### src/design/soc_bus_pkg.sv
// ========================================================
// address map and codes for the physical-only data port
// offsets are relative to the 256 MB region of bits 31:28
// ========================================================
package soc_bus_pkg;

    localparam int XLEN     = 32;
    localparam int LINE_W   = 128;
    localparam int CTRL_W   = 3;
    localparam int MTIME_W  = 64;
    localparam int DEV_W    = 4;
    localparam int OFFSET_W = 28;

    // region select on address bits 31:28
    localparam logic [DEV_W-1:0] DEV_DRAM       = 4'h8;
    localparam logic [DEV_W-1:0] DEV_DRAM_ALIAS = 4'h0;
    localparam logic [DEV_W-1:0] DEV_PLIC       = 4'h5;
    localparam logic [DEV_W-1:0] DEV_CLINT      = 4'h6;

    // host mailbox is a single full address
    localparam logic [XLEN-1:0] TOHOST_ADDR = 32'h4000_1000;

    localparam logic [OFFSET_W-1:0] PLIC_CLAIM_OFF    = 28'h020_0004;
    localparam logic [OFFSET_W-1:0] CLINT_MTIMECMP_LO = 28'h000_4000;
    localparam logic [OFFSET_W-1:0] CLINT_MTIMECMP_HI = 28'h000_4004;
    localparam logic [OFFSET_W-1:0] CLINT_MTIME_LO    = 28'h000_bff8;
    localparam logic [OFFSET_W-1:0] CLINT_MTIME_HI    = 28'h000_bffc;

    // source ids 1..N_IRQ, id 0 means no interrupt
    localparam int N_IRQ    = 5;
    localparam int IRQ_ID_W = 3;

    // upper 16 bits of the tohost word
    localparam logic [15:0] CMD_PRINT_CHAR = 16'h0101;
    localparam logic [15:0] CMD_POWER_OFF  = 16'h0002;

    // mip masks, bit 11 and bit 9
    localparam logic [XLEN-1:0] MIP_MEIP = 32'h0000_0800;
    localparam logic [XLEN-1:0] MIP_SEIP = 32'h0000_0200;

    // load/store control, size in bits 1:0
    localparam logic [1:0] LS_BYTE = 2'd0;
    localparam logic [1:0] LS_HALF = 2'd1;
    localparam logic [1:0] LS_WORD = 2'd2;
    // bit index of the unsigned flag
    localparam int LS_UNSIGNED = 2;

endpackage

### src/design/addr_decode_mux.sv
// ========================================================
// unmapped reads complete after one cycle with zero data
// ========================================================
module addr_decode_mux
    import soc_bus_pkg::*;
(
    input  logic                 CLK,
    input  logic                 i_arst_n,
    input  logic [XLEN-1:0]      i_addr,
    input  logic                 i_we,
    input  logic                 i_re,
    input  logic                 i_dram_busy,
    input  logic                 i_dram_rvalid,
    input  logic [XLEN-1:0]      i_load_word,
    input  logic [XLEN-1:0]      i_plic_rdata,
    input  logic [XLEN-1:0]      i_clint_rdata,
    output logic [OFFSET_W-1:0]  o_offset,
    output logic                 o_dram_sel_we,
    output logic                 o_dram_sel_re,
    output logic                 o_plic_re,
    output logic                 o_plic_we,
    output logic                 o_clint_we,
    output logic                 o_tohost_we,
    output logic [XLEN-1:0]      o_rdata,
    output logic                 o_rvalid,
    output logic                 o_busy
);

    logic [DEV_W-1:0] w_dev;
    logic             w_is_dram;
    logic             w_dram_done;
    logic [DEV_W-1:0] r_dev_sel;
    logic             r_dev_rd;
    logic             r_dram_pend;

    assign w_dev     = i_addr[XLEN-1 -: DEV_W];
    assign o_offset  = i_addr[OFFSET_W-1:0];
    assign w_is_dram = (w_dev == DEV_DRAM) || (w_dev == DEV_DRAM_ALIAS);

    // DRAM strobes are held back while the controller is busy
    assign o_dram_sel_we = i_we && w_is_dram && !i_dram_busy;
    assign o_dram_sel_re = i_re && w_is_dram && !i_dram_busy;
    assign o_busy        = w_is_dram && i_dram_busy;

    assign o_plic_re   = i_re && (w_dev == DEV_PLIC);
    assign o_plic_we   = i_we && (w_dev == DEV_PLIC);
    assign o_clint_we  = i_we && (w_dev == DEV_CLINT);
    assign o_tohost_we = i_we && (i_addr == TOHOST_ADDR);

    // device reads return one cycle later, DRAM on rvalid
    always_ff @(posedge CLK or negedge i_arst_n) begin
        if (!i_arst_n) begin
            r_dev_sel   <= '0;
            r_dev_rd    <= 1'b0;
            r_dram_pend <= 1'b0;
        end else begin
            r_dev_sel <= w_dev;
            r_dev_rd  <= i_re && !w_is_dram;
            if (o_dram_sel_re) begin
                r_dram_pend <= 1'b1;
            end else if (i_dram_rvalid) begin
                r_dram_pend <= 1'b0;
            end
        end
    end

    assign w_dram_done = r_dram_pend && i_dram_rvalid;
    assign o_rvalid    = w_dram_done || r_dev_rd;

    always_comb begin
        if (w_dram_done) begin
            o_rdata = i_load_word;
        end else begin
            case (r_dev_sel)
                DEV_PLIC:  o_rdata = i_plic_rdata;
                DEV_CLINT: o_rdata = i_clint_rdata;
                default:   o_rdata = '0;
            endcase
        end
    end

endmodule

### src/design/load_align.sv
// ========================================================
// offset and size are taken when the read is issued
// ========================================================
module load_align
    import soc_bus_pkg::*;
(
    input  logic               CLK,
    input  logic               i_arst_n,
    input  logic               i_capture,
    input  logic [3:0]         i_addr_lo,
    input  logic [CTRL_W-1:0]  i_ctrl,
    input  logic [LINE_W-1:0]  i_rline,
    output logic [XLEN-1:0]    o_load_word
);

    logic [3:0]        r_off;
    logic [CTRL_W-1:0] r_ctrl;
    logic [LINE_W-1:0] w_shifted;
    logic [XLEN-1:0]   w_word;
    logic              w_signed;
    logic [XLEN-1:0]   w_ld_byte;
    logic [XLEN-1:0]   w_ld_half;

    always_ff @(posedge CLK or negedge i_arst_n) begin
        if (!i_arst_n) begin
            r_off  <= '0;
            r_ctrl <= '0;
        end else if (i_capture) begin
            r_off  <= i_addr_lo;
            r_ctrl <= i_ctrl;
        end
    end

    // byte offset within the 16-byte line
    assign w_shifted = i_rline >> {r_off, 3'b000};
    assign w_word    = w_shifted[XLEN-1:0];
    assign w_signed  = !r_ctrl[LS_UNSIGNED];

    assign w_ld_byte = {{(XLEN - 8){w_word[7] & w_signed}}, w_word[7:0]};
    assign w_ld_half = {{(XLEN - 16){w_word[15] & w_signed}}, w_word[15:0]};

    always_comb begin
        case (r_ctrl[1:0])
            LS_BYTE: o_load_word = w_ld_byte;
            LS_HALF: o_load_word = w_ld_half;
            LS_WORD: o_load_word = w_word;
            // size code 3 is not a legal load, full word returned
            default: o_load_word = w_word;
        endcase
    end

endmodule

### src/design/plic_core.sv
// ========================================================
// single hart, no priorities or enables; lowest id wins
// a completion clears both the pending and the served bit
// ========================================================
module plic_core
    import soc_bus_pkg::*;
(
    input  logic              CLK,
    input  logic              i_arst_n,
    input  logic [N_IRQ-1:0]  i_irq_req,
    input  logic              i_claim,
    input  logic              i_complete,
    input  logic [XLEN-1:0]   i_complete_id,
    input  logic [XLEN-1:0]   i_mip,
    output logic [XLEN-1:0]   o_rdata,
    output logic              o_plic_we,
    output logic [XLEN-1:0]   o_wmip
);

    logic [N_IRQ-1:0]    r_pending;
    logic [N_IRQ-1:0]    r_served;
    logic                r_plic_we;
    logic [XLEN-1:0]     r_rdata;
    logic [N_IRQ-1:0]    w_avail;
    logic [N_IRQ-1:0]    w_claim_hot;
    logic [IRQ_ID_W-1:0] w_claim_id;
    logic [N_IRQ-1:0]    w_done_hot;

    assign w_avail = r_pending & ~r_served;

    // scan from the top so that the lowest id is kept
    always_comb begin
        w_claim_id  = '0;
        w_claim_hot = '0;
        for (int i = N_IRQ - 1; i >= 0; i--) begin
            if (w_avail[i]) begin
                w_claim_id     = IRQ_ID_W'(i + 1);
                w_claim_hot    = '0;
                w_claim_hot[i] = 1'b1;
            end
        end
    end

    // id written on completion, bit i holds id i+1
    always_comb begin
        w_done_hot = '0;
        for (int i = 0; i < N_IRQ; i++) begin
            if (i_complete && (i_complete_id == XLEN'(i + 1))) begin
                w_done_hot[i] = 1'b1;
            end
        end
    end

    always_ff @(posedge CLK or negedge i_arst_n) begin
        if (!i_arst_n) begin
            r_pending <= '0;
            r_served  <= '0;
            r_plic_we <= 1'b0;
        end else begin
            r_pending <= (r_pending | i_irq_req) & ~w_done_hot;
            if (i_claim) begin
                r_served <= (r_served | w_claim_hot) & ~w_done_hot;
            end else begin
                r_served <= r_served & ~w_done_hot;
            end
            r_plic_we <= (|i_irq_req) || i_claim || i_complete;
        end
    end

    // zero when nothing is claimable
    always_ff @(posedge CLK) begin
        r_rdata <= i_claim ? {{(XLEN - IRQ_ID_W){1'b0}}, w_claim_id} : '0;
    end

    assign o_rdata   = r_rdata;
    assign o_plic_we = r_plic_we;

    // external interrupt lines follow the unserved pending set
    assign o_wmip = (|w_avail) ? (i_mip | MIP_MEIP | MIP_SEIP)
                               : (i_mip & ~(MIP_MEIP | MIP_SEIP));

endmodule

### src/design/clint_access.sv
// ========================================================
// mtime itself is read only; the core owns both timers
// ========================================================
module clint_access
    import soc_bus_pkg::*;
(
    input  logic                 CLK,
    input  logic                 i_arst_n,
    input  logic [OFFSET_W-1:0]  i_offset,
    input  logic                 i_we,
    input  logic [XLEN-1:0]      i_wdata,
    input  logic [MTIME_W-1:0]   i_mtime,
    input  logic [MTIME_W-1:0]   i_mtimecmp,
    output logic [XLEN-1:0]      o_rdata,
    output logic [MTIME_W-1:0]   o_wmtimecmp,
    output logic                 o_clint_we
);

    logic w_cmp_lo;
    logic w_cmp_hi;

    assign w_cmp_lo = (i_offset == CLINT_MTIMECMP_LO);
    assign w_cmp_hi = (i_offset == CLINT_MTIMECMP_HI);

    // merge the written half into the current compare value
    assign o_wmtimecmp = w_cmp_lo ? {i_mtimecmp[MTIME_W-1:XLEN], i_wdata} :
                         w_cmp_hi ? {i_wdata, i_mtimecmp[XLEN-1:0]} : i_mtimecmp;
    assign o_clint_we  = i_we && (w_cmp_lo || w_cmp_hi);

    always_ff @(posedge CLK or negedge i_arst_n) begin
        if (!i_arst_n) begin
            o_rdata <= '0;
        end else begin
            case (i_offset)
                CLINT_MTIME_LO:    o_rdata <= i_mtime[XLEN-1:0];
                CLINT_MTIME_HI:    o_rdata <= i_mtime[MTIME_W-1:XLEN];
                CLINT_MTIMECMP_LO: o_rdata <= i_mtimecmp[XLEN-1:0];
                CLINT_MTIMECMP_HI: o_rdata <= i_mtimecmp[MTIME_W-1:XLEN];
                default:           o_rdata <= '0;
            endcase
        end
    end

endmodule

### src/design/host_mailbox.sv
// ========================================================
// write lands in tohost, the command acts one edge later
// o_finish stays set until the next reset
// ========================================================
module host_mailbox
    import soc_bus_pkg::*;
(
    input  logic             CLK,
    input  logic             i_arst_n,
    input  logic             i_we,
    input  logic [XLEN-1:0]  i_wdata,
    output logic [7:0]       o_uart_data,
    output logic             o_uart_we,
    output logic             o_finish
);

    logic [XLEN-1:0] r_tohost;
    logic            w_is_print;
    logic            w_is_off;

    assign w_is_print = (r_tohost[XLEN-1:16] == CMD_PRINT_CHAR);
    assign w_is_off   = (r_tohost[XLEN-1:16] == CMD_POWER_OFF);

    always_ff @(posedge CLK or negedge i_arst_n) begin
        if (!i_arst_n) begin
            r_tohost  <= '0;
            o_uart_we <= 1'b0;
            o_finish  <= 1'b0;
        end else begin
            o_uart_we <= w_is_print;
            if (w_is_off) begin
                o_finish <= 1'b1;
            end
            // a printed char is consumed, so clear the mailbox
            if (i_we) begin
                r_tohost <= i_wdata;
            end else if (w_is_print) begin
                r_tohost <= '0;
            end
        end
    end

    always_ff @(posedge CLK) begin
        if (w_is_print) begin
            o_uart_data <= r_tohost[7:0];
        end
    end

endmodule

### src/design/mem_interconnect.sv
// ========================================================
// data-port interconnect, physical addresses only
// one DRAM read in flight; requester waits for o_rvalid
// ========================================================
module mem_interconnect
    import soc_bus_pkg::*;
(
    input  logic                CLK,
    input  logic                i_arst_n,
    input  logic [XLEN-1:0]     i_addr,
    input  logic [XLEN-1:0]     i_wdata,
    input  logic [CTRL_W-1:0]   i_ctrl,
    input  logic                i_we,
    input  logic                i_re,
    input  logic                i_dram_busy,
    input  logic                i_dram_rvalid,
    input  logic [LINE_W-1:0]   i_dram_rline,
    input  logic [MTIME_W-1:0]  i_mtime,
    input  logic [MTIME_W-1:0]  i_mtimecmp,
    input  logic [XLEN-1:0]     i_mip,
    input  logic [N_IRQ-1:0]    i_irq_req,
    output logic [XLEN-1:0]     o_rdata,
    output logic                o_rvalid,
    output logic                o_busy,
    output logic [XLEN-1:0]     o_dram_addr,
    output logic [XLEN-1:0]     o_dram_wdata,
    output logic [CTRL_W-1:0]   o_dram_ctrl,
    output logic                o_dram_we,
    output logic                o_dram_re,
    output logic [XLEN-1:0]     o_wmip,
    output logic                o_plic_we,
    output logic [MTIME_W-1:0]  o_wmtimecmp,
    output logic                o_clint_we,
    output logic [7:0]          o_uart_data,
    output logic                o_uart_we,
    output logic                o_finish
);

    logic [OFFSET_W-1:0] w_offset;
    logic                w_plic_rd;
    logic                w_plic_wr;
    logic                w_clint_wr;
    logic                w_tohost_wr;
    logic [XLEN-1:0]     w_load_word;
    logic [XLEN-1:0]     w_plic_rdata;
    logic [XLEN-1:0]     w_clint_rdata;

    // only the claim/complete register of the PLIC is implemented
    logic w_claim;
    logic w_complete;

    assign w_claim    = w_plic_rd && (w_offset == PLIC_CLAIM_OFF);
    assign w_complete = w_plic_wr && (w_offset == PLIC_CLAIM_OFF);

    // DRAM address, data and size pass straight through
    assign o_dram_addr  = i_addr;
    assign o_dram_wdata = i_wdata;
    assign o_dram_ctrl  = i_ctrl;

    addr_decode_mux u_decode (
        .CLK            (CLK),
        .i_arst_n       (i_arst_n),
        .i_addr         (i_addr),
        .i_we           (i_we),
        .i_re           (i_re),
        .i_dram_busy    (i_dram_busy),
        .i_dram_rvalid  (i_dram_rvalid),
        .i_load_word    (w_load_word),
        .i_plic_rdata   (w_plic_rdata),
        .i_clint_rdata  (w_clint_rdata),
        .o_offset       (w_offset),
        .o_dram_sel_we  (o_dram_we),
        .o_dram_sel_re  (o_dram_re),
        .o_plic_re      (w_plic_rd),
        .o_plic_we      (w_plic_wr),
        .o_clint_we     (w_clint_wr),
        .o_tohost_we    (w_tohost_wr),
        .o_rdata        (o_rdata),
        .o_rvalid       (o_rvalid),
        .o_busy         (o_busy)
    );

    load_align u_load_align (
        .CLK            (CLK),
        .i_arst_n       (i_arst_n),
        .i_capture      (o_dram_re),
        .i_addr_lo      (i_addr[3:0]),
        .i_ctrl         (i_ctrl),
        .i_rline        (i_dram_rline),
        .o_load_word    (w_load_word)
    );

    plic_core u_plic (
        .CLK            (CLK),
        .i_arst_n       (i_arst_n),
        .i_irq_req      (i_irq_req),
        .i_claim        (w_claim),
        .i_complete     (w_complete),
        .i_complete_id  (i_wdata),
        .i_mip          (i_mip),
        .o_rdata        (w_plic_rdata),
        .o_plic_we      (o_plic_we),
        .o_wmip         (o_wmip)
    );

    clint_access u_clint (
        .CLK            (CLK),
        .i_arst_n       (i_arst_n),
        .i_offset       (w_offset),
        .i_we           (w_clint_wr),
        .i_wdata        (i_wdata),
        .i_mtime        (i_mtime),
        .i_mtimecmp     (i_mtimecmp),
        .o_rdata        (w_clint_rdata),
        .o_wmtimecmp    (o_wmtimecmp),
        .o_clint_we     (o_clint_we)
    );

    host_mailbox u_mailbox (
        .CLK            (CLK),
        .i_arst_n       (i_arst_n),
        .i_we           (w_tohost_wr),
        .i_wdata        (i_wdata),
        .o_uart_data    (o_uart_data),
        .o_uart_we      (o_uart_we),
        .o_finish       (o_finish)
    );

endmodule

### config.mk
export PLATFORM = sky130hd
export DESIGN_NAME = mem_interconnect
export DESIGN_NICKNAME = d
export VERILOG_FILES = /design/src/design/soc_bus_pkg.sv /design/src/design/addr_decode_mux.sv /design/src/design/load_align.sv /design/src/design/plic_core.sv /design/src/design/clint_access.sv /design/src/design/host_mailbox.sv /design/src/design/mem_interconnect.sv
export SDC_FILE = /design/constraint.sdc
export NUM_CORES = 1
export LEC_CHECK = 0
export BUFFER_PORTS_ARGS = -buffer_cell sky130_fd_sc_hd__buf_4
export CORE_AREA = 3 3 225 227
export DETAILED_ROUTE_END_ITERATION = 7
export DIE_AREA = 0 0 228 230
export SYNTH_ARGS = -nofsm -noshare
export SYNTH_HDL_FRONTEND = slang
export SYNTH_SLANG_ARGS = --single-unit
### constraint.sdc
create_clock -name CLK -period 4.3 [get_ports CLK]
set_input_delay 0 -clock CLK [delete_from_list [all_inputs] [get_ports CLK]]
set_output_delay 0 -clock CLK [all_outputs]
set_load 0.03 [all_outputs]
==> results of run 1 <==
-- layout make-up --
cell class              instances  area [µm²]  share of cell area (%)
inverters                      22        82.6                   0.550
well taps                     664         831                    5.54
clock inverters                 5        42.5                   0.283
repair buffers                622        4880                    32.5
clock buffers                  11         243                    1.62
flip-flops and latches         93        2360                    15.7
diodes                          3        7.51                  0.0500
multi-input cells             725        6560                    43.7
-- state kept, by name, summed over array words and instances, names as in the netlist, 3 cells and up --
register / count
u_plic.r_served: 5
u_load_align.r_off: 4
u_load_align.r_ctrl: 3
u_plic.o_rdata: 3
u_clint.o_rdata: 32
u_plic.r_pending: 5
u_mailbox.o_uart_data: 8
u_mailbox.r_tohost: 24
u_decode.r_dev_sel: 4
-- layer usage --
layer / share of wire, % / vias to the layer above / wire length (µm)
met5: 0.12 / - / 66
met4: 5.1 / 10 / 2840
met3: 7.2 / 106 / 4040
met2: 48 / 599 / 26800
met1: 40 / 5303 / 22200
li1: - / 4746 / -
-- critical path, stage by stage --
cell and delay, ns:
dlygate4sd3_1 0.54, buf_4 0.15, or4_4 0.63, nor3_4 0.78, and4_1 0.49, nand2_1 0.25, o32a_1 0.38, dlygate4sd3_1 0.55
-- layout by cell type (no fill, tap or decap), types with 14 or more instances in the layout --
| cell | synthesis | final |
|---|---|---|
| a21oi_1 | 38 | 38 |
| a221o_1 | 32 | 32 |
| a22oi_1 | 39 | 39 |
| buf_4 | 100 | 542 |
| dfrtp_1 | 82 | 78 |
| dlygate4sd3_1 | 0 | 79 |
| inv_1 | 20 | 20 |
| mux2_2 | 86 | 86 |
| mux2i_1 | 89 | 89 |
| mux4_2 | 68 | 68 |
| nand2_1 | 77 | 77 |
| nand3_1 | 26 | 26 |
| nor2_1 | 14 | 14 |
| nor2b_1 | 45 | 45 |
| nor3_1 | 19 | 18 |
| nor4_1 | 17 | 17 |
| o21ai_0 | 20 | 20 |
-- power groups by stage --
stage                     clock network, mW  registers [mW]  logic, mW
after detailed placement                  0            1.01       2.02
final                                 0.786           0.986       2.09
after CTS                             0.815           0.988       2.08
after floorplan                           0           0.925       1.38
after global routing                  0.847           0.994       2.21
after global placement                    0            1.00       2.02
-- worst max-delay path by stage --
stage	endpoint	depth (start not counted)	slack [ns]
after floorplan	o_rdata[14]	6	1.93
after global placement	o_rdata[16]	6	1.36
after detailed placement	o_rdata[16]	6	1.33
after CTS	u_clint.o_rdata[16]	9	0.84
after global routing	u_plic.r_pending[1]	8	0.71
final	u_plic.r_pending[1]	8	0.77
-- kinds of logic (layout without fill, tap and decap cells) --
| family | after synthesis | count (layout) | synth area share [%] |
|---|---|---|---|
| buf+inv | 204 | 660 | 12.2 |
| other cells | 0 | 3 | 0 |
| flops | 93 | 93 | 23.2 |
| simple gates | 267 | 267 | 14.9 |
| compound gates | 204 | 204 | 15.0 |
| mux | 254 | 254 | 34.6 |
-- per-stage QoR --
stage	setup WS, ns	utilization, %	cell area (µm²)	cells
after detailed placement	1.33	28.5	13900	2047
after CTS	0.843	30.7	15000	2142
after global routing	0.710	30.7	15000	2144
after floorplan	1.93	-	10200	1022
after global placement	1.36	28.5	13900	2047
final	0.771	30.7	15000	2145
-- repair_timing --
action	4_1_cts	5_1_grt
hold endpoints to repair	89	0
buffers inserted	0	0
hold buffers	79	0
endpoints found under the setup margin	0	0
==> results.sh, run 1 <==
export IMPL_globalRouteMet1Util_pct=24.5
export IMPL_grt_max_degree=104
export IMPL_seq_area_frac_synth_pct=23.2
export IMPL_synth_seq_cells=93
export IMPL_grt_pass1_wl_um=78900
export IMPL_worstPathRequired_ns=4.54
export IMPL_clock_sinks=93
export IMPL_busiest_layer="met2"
export IMPL_io_pins=577
export IMPL_r2r_cells=4
export IMPL_synth_commonest_cells="buf_4 (100), mux2i_1 (89), mux2_2 (86), dfrtp_1 (82), nand2_1 (77)"
export IMPL_seqPwrFrac_pct=25.6
export IMPL_period_minus_slack_ns=3.53
export IMPL_path_clk_slew_ns=0.07
export IMPL_synth_area_mm2=0.0102
export IMPL_drive_gt1_share_pct=49.3
export IMPL_setup_viol=0
export IMPL_synth_ff_type="dfrtp_1"
export IMPL_htreeDepth=3
export IMPL_yosys_area_top_type_share_pct=20.2
export IMPL_routed_wl_um=56000
export IMPL_clk_latency_ns=0.36
export IMPL_routedWlPerCell_um=26.1
export IMPL_synth_fp_nets=1388
export IMPL_clk_path_buf_depth=2
export IMPL_rrSetupSlack_ns=1.99
export IMPL_total_power_mw=3.86
export IMPL_fillers=5175
export IMPL_synth_warnings=0
export IMPL_dieArea_mm2=0.0524
export IMPL_p_leak_nw=6.52
export IMPL_grtUsageMet2_pct=34.3
export IMPL_p_comb_share_pct=54.1
export IMPL_vias=10764
export IMPL_synth_cell_types=67
export IMPL_p_sw_mw=1.56
export IMPL_whs_path_depth=0
export IMPL_crit_start="i_addr[3]"
export IMPL_start_util_pct=20.8
export IMPL_p_int_mw=2.30
export IMPL_finalSetupTns_ns=0
export IMPL_min_to="o_wmip[19]"
export IMPL_die_h_um=230
export IMPL_num_rows=81
export IMPL_async_reset_ff_share_pct=88.2
export IMPL_yosys_area_top_type="dfrtp_1"
export IMPL_power_density_mw_per_mm2=257
export IMPL_end_kind="flop"
export IMPL_worstHoldStart="i_mip[19]"
export IMPL_portBuffers=514
export IMPL_die_x_um=228
export IMPL_reg2reg_from="u_load_align.r_off[1]"
export IMPL_drt_pass1_iter_count=5
export IMPL_cts_tree="built"
export IMPL_vdd_drop_max_mv=0.166
export IMPL_synth_area_leaders="dfrtp_1 (20%), mux4_2 (15%), mux2_2 (9.5%)"
export IMPL_hold_worst_slack_ns=0.0000116
export IMPL_grt_setup_unrepaired="no"
export IMPL_post_route_period_util_pct=82.1
export IMPL_tightest_slew_ns=1.04
export IMPL_core_area_mm2=0.0488
export IMPL_grt_pass1_vias=11224
export IMPL_antenna_found_initial=10
export IMPL_numCtsBuffers=9
export IMPL_finalClockSkew_ns=0.00856
export IMPL_maxSlewHeadroom_pct=30.2
export IMPL_drc=0
export IMPL_gp_congestion=0.935
export IMPL_synth_cells=1022
export IMPL_syn2layout_area_growth_pct=47.9
export IMPL_pwr_share_clk_pct=20.4
export IMPL_ant_nets=0
export IMPL_grt_total_usage_pct=20.3
export IMPL_cts_resized=0
export IMPL_arrival_ns=3.77
export IMPL_critPathKind="primary input to flop"
export IMPL_vias_per_cell=5.02
export IMPL_worst_setup_path_start_kind="primary input"
export IMPL_hpwl_um=46300
export IMPL_clock_fmax_mhz=283
export IMPL_status="finished clean"
export IMPL_synth_edf_count=8
export IMPL_nets=1839
export IMPL_groute_layer_met3_usage_pct=4.46
export IMPL_drt_initial_drc_count=847
export IMPL_crit_fanout=19
export IMPL_min_path_type="primary input to output pin"
export IMPL_overflow=0
export IMPL_timing_max_cap_violations=0
export IMPL_synth_most_common_cell="buf_4"
export IMPL_cts_root_buffer="clkbuf_16"
export IMPL_switching_share_pct=40.3
export IMPL_hold_viol_final=0
export IMPL_syn_avg_cell_area_um2=9.93
export IMPL_r2r_end="u_load_align.r_off[1]"
export IMPL_drv_slew=0
Note: power is estimated with default switching activity, not from simulation.
==> run 2, diff against run 1 <==
==> constraint.sdc (replaced) <==
create_clock -name CLK -period 3.4 [get_ports CLK]
set_input_delay 0 -clock CLK [delete_from_list [all_inputs] [get_ports CLK]]
set_output_delay 0 -clock CLK [all_outputs]
set_load 0.03 [all_outputs]
==> run 2 against run 1 <==
  * The run now ends with negative hold slack left
  * Highest routed layer unchanged
  * Sequential share of layout area down 0.26 points
  * Non-clock buffer count grew 23
  * Largest power group unchanged
  * Design area is 1.7% higher
  * Worst setup slack worse by 0.55 ns
  * Clock skew increased by 0.0017 ns
  * Power up 31%
  * Register-to-register slack got worse by 0.86 ns
==> results.sh, run 2 (synthesis results as in run 1) <==
export IMPL_hold_worst_slack_ns=-0.00377
export IMPL_regMostFlops="u_clint.o_rdata"
export IMPL_drive_gt1_share_pct=49.4
export IMPL_post_route_util_pct=31.2
export IMPL_hpwl_um=46300
export IMPL_fillers=5108
export IMPL_vias_per_cell=5.04
export IMPL_top_regs="u_clint.o_rdata x32, u_mailbox.r_tohost x24, u_mailbox.o_uart_data x8"
export IMPL_dieArea_mm2=0.0524
export IMPL_routed_wl_um=56200
export IMPL_htreeDepth=3
export IMPL_critical_path_cell_chain="buf_4 -> mux2i_1 -> mux4_2 -> a211o_1 -> a31oi_1 -> buf_4"
export IMPL_crit_fanout=49
export IMPL_layout_common_cells="buf_4 (551), dlygate4sd3_1 (90), mux2i_1 (89)"
export IMPL_start_util_pct=20.8
export IMPL_period_minus_slack_ns=3.18
export IMPL_drt_initial_drc_count=894
export IMPL_vias=10921
export IMPL_core_area_mm2=0.0488
export IMPL_setup_slack_ns=0.218
export IMPL_clk_path_buf_depth=2
export IMPL_mostFrequentLayoutCell="buf_4"
export IMPL_post_route_period_util_pct=93.6
export IMPL_clock_fmax_mhz=314
export IMPL_cts_tree="built"
export IMPL_grt_pass1_wl_um=79300
export IMPL_wl_met2_um=28000
export IMPL_timing_max_cap_violations=0
export IMPL_grt_max_degree=63
export IMPL_worst_setup_path_start_kind="flop"
export IMPL_path_clk_slew_ns=0.07
export IMPL_nets=1862
export IMPL_ant_nets=0
export IMPL_syn2layout_area_growth_pct=50.3
export IMPL_drv_slew=0
export IMPL_violations="negative hold slack"
export IMPL_wl_met3_um=3620
export IMPL_hold_viol_final=1
export IMPL_numCtsBuffers=9
export IMPL_cpMaxStageDelayCell="buf_4"
export IMPL_vdd_drop_max_mv=0.240
export IMPL_crit_buf_inv=2
export IMPL_grt_setup_unrepaired="no"
export IMPL_status="complete, but fails checks"
export IMPL_die_x_um=228
export IMPL_critPathKind="flop to output pin"
export IMPL_highest_layer="met5"
export IMPL_maxSlewHeadroom_pct=38.4
export IMPL_regArea_mm2=0.00236
export IMPL_wl_met1_um=22900
export IMPL_cpMostUsedCell="buf_4"
export IMPL_finalClockSkew_ns=0.0103
export IMPL_num_rows=81
export IMPL_cp_top_family="buffers and inverters"
export IMPL_multi_input_area_mm2=0.00656
export IMPL_drt_pass1_iter_count=5
export IMPL_finalSetupTns_ns=0
export IMPL_gp_congestion=0.892
export IMPL_tightest_slew_ns=0.924
export IMPL_min_path_type="primary input to flop"
export IMPL_drc=0
export IMPL_post_cts_buffers=0
export IMPL_power_density_mw_per_mm2=330
export IMPL_post_place_ws_ns=0.484
export IMPL_total_power_mw=5.04
export IMPL_rrSetupSlack_ns=1.13
export IMPL_arrival_ns=3.18
export IMPL_clk_latency_ns=0.36
export IMPL_end_kind="output pin"
export IMPL_cts_root_buffer="clkbuf_16"
export IMPL_clock_sinks=93
export IMPL_p_leak_nw=6.67
export IMPL_worstPathRequired_ns=3.40
export IMPL_routedWlPerCell_um=26.0
export IMPL_die_h_um=230
export IMPL_worst_path_largest_cell_delay_ns=0.63
export IMPL_io_pins=577
export IMPL_largest_register_ffs=32
export IMPL_grt_pass1_vias=11203
export IMPL_grt_total_usage_pct=20.3
export IMPL_antenna_found_initial=3
export IMPL_portBuffers=514
export IMPL_setup_viol=0
export IMPL_overflow=0
## run 2: timing repair
action,CTS,global route
setup endpoints to repair,0,1
gates resized for setup,0,1
hold endpoints to repair,129,0
hold buffers,90,0
## run 2: worst reg2reg max path, stage by stage (launching register included)
cell and delay (ns):
dfrtp_1 0.38, nor4_1 0.35, nand4_1 0.19, or3_1 0.60
inv_1 0.42
## run 2: worst paths after layout
check	cells after the start	startpoint	endpoint
worst min register to register	0	u_mailbox.r_tohost[1]	u_mailbox.o_uart_data[1]
worst min-delay path	2	i_mtime[14]	u_clint.o_rdata[14]
worst max-delay path	6	u_load_align.r_off[1]	o_rdata[24]
worst max register to register	4	u_mailbox.r_tohost[19]	u_mailbox.o_uart_data[1]
min in group asynchronous	2	i_arst_n	u_clint.o_rdata[6]
max in group asynchronous	3	i_arst_n	u_mailbox.r_tohost[28]
## run 2: per-layer routing
layer	global-route usage [%]	up-vias
li1	-	4793
met1	24.9	5460
met2	36.0	606
met3	3.83	60
met4	6.35	2
met5	0	-
## run 2: where the power goes
part	switching, mW	internal [mW]	total (mW)
registers	0.0870	1.14	1.23
clock network	0.507	0.590	1.10
logic	1.42	1.29	2.71
## run 2: area by class of cell
class / instances / area share, %
repair buffers: 645 / 33.5
multi-input cells: 725 / 43.0
well taps: 664 / 5.44
inverters: 22 / 0.541
flip-flops and latches: 93 / 15.5
clock inverters: 7 / 0.574
diodes: 1 / 0.0164
clock buffers: 9 / 1.48
## run 2: through the flow
| stage | instance area (µm²) | instances |
|---|---|---|
| floorplan | 10200 | 1022 |
| finish | 15300 | 2166 |
| detailed placement | 14000 | 2059 |
| global placement | 14000 | 2059 |
| CTS | 15300 | 2165 |
| global route | 15300 | 2166 |
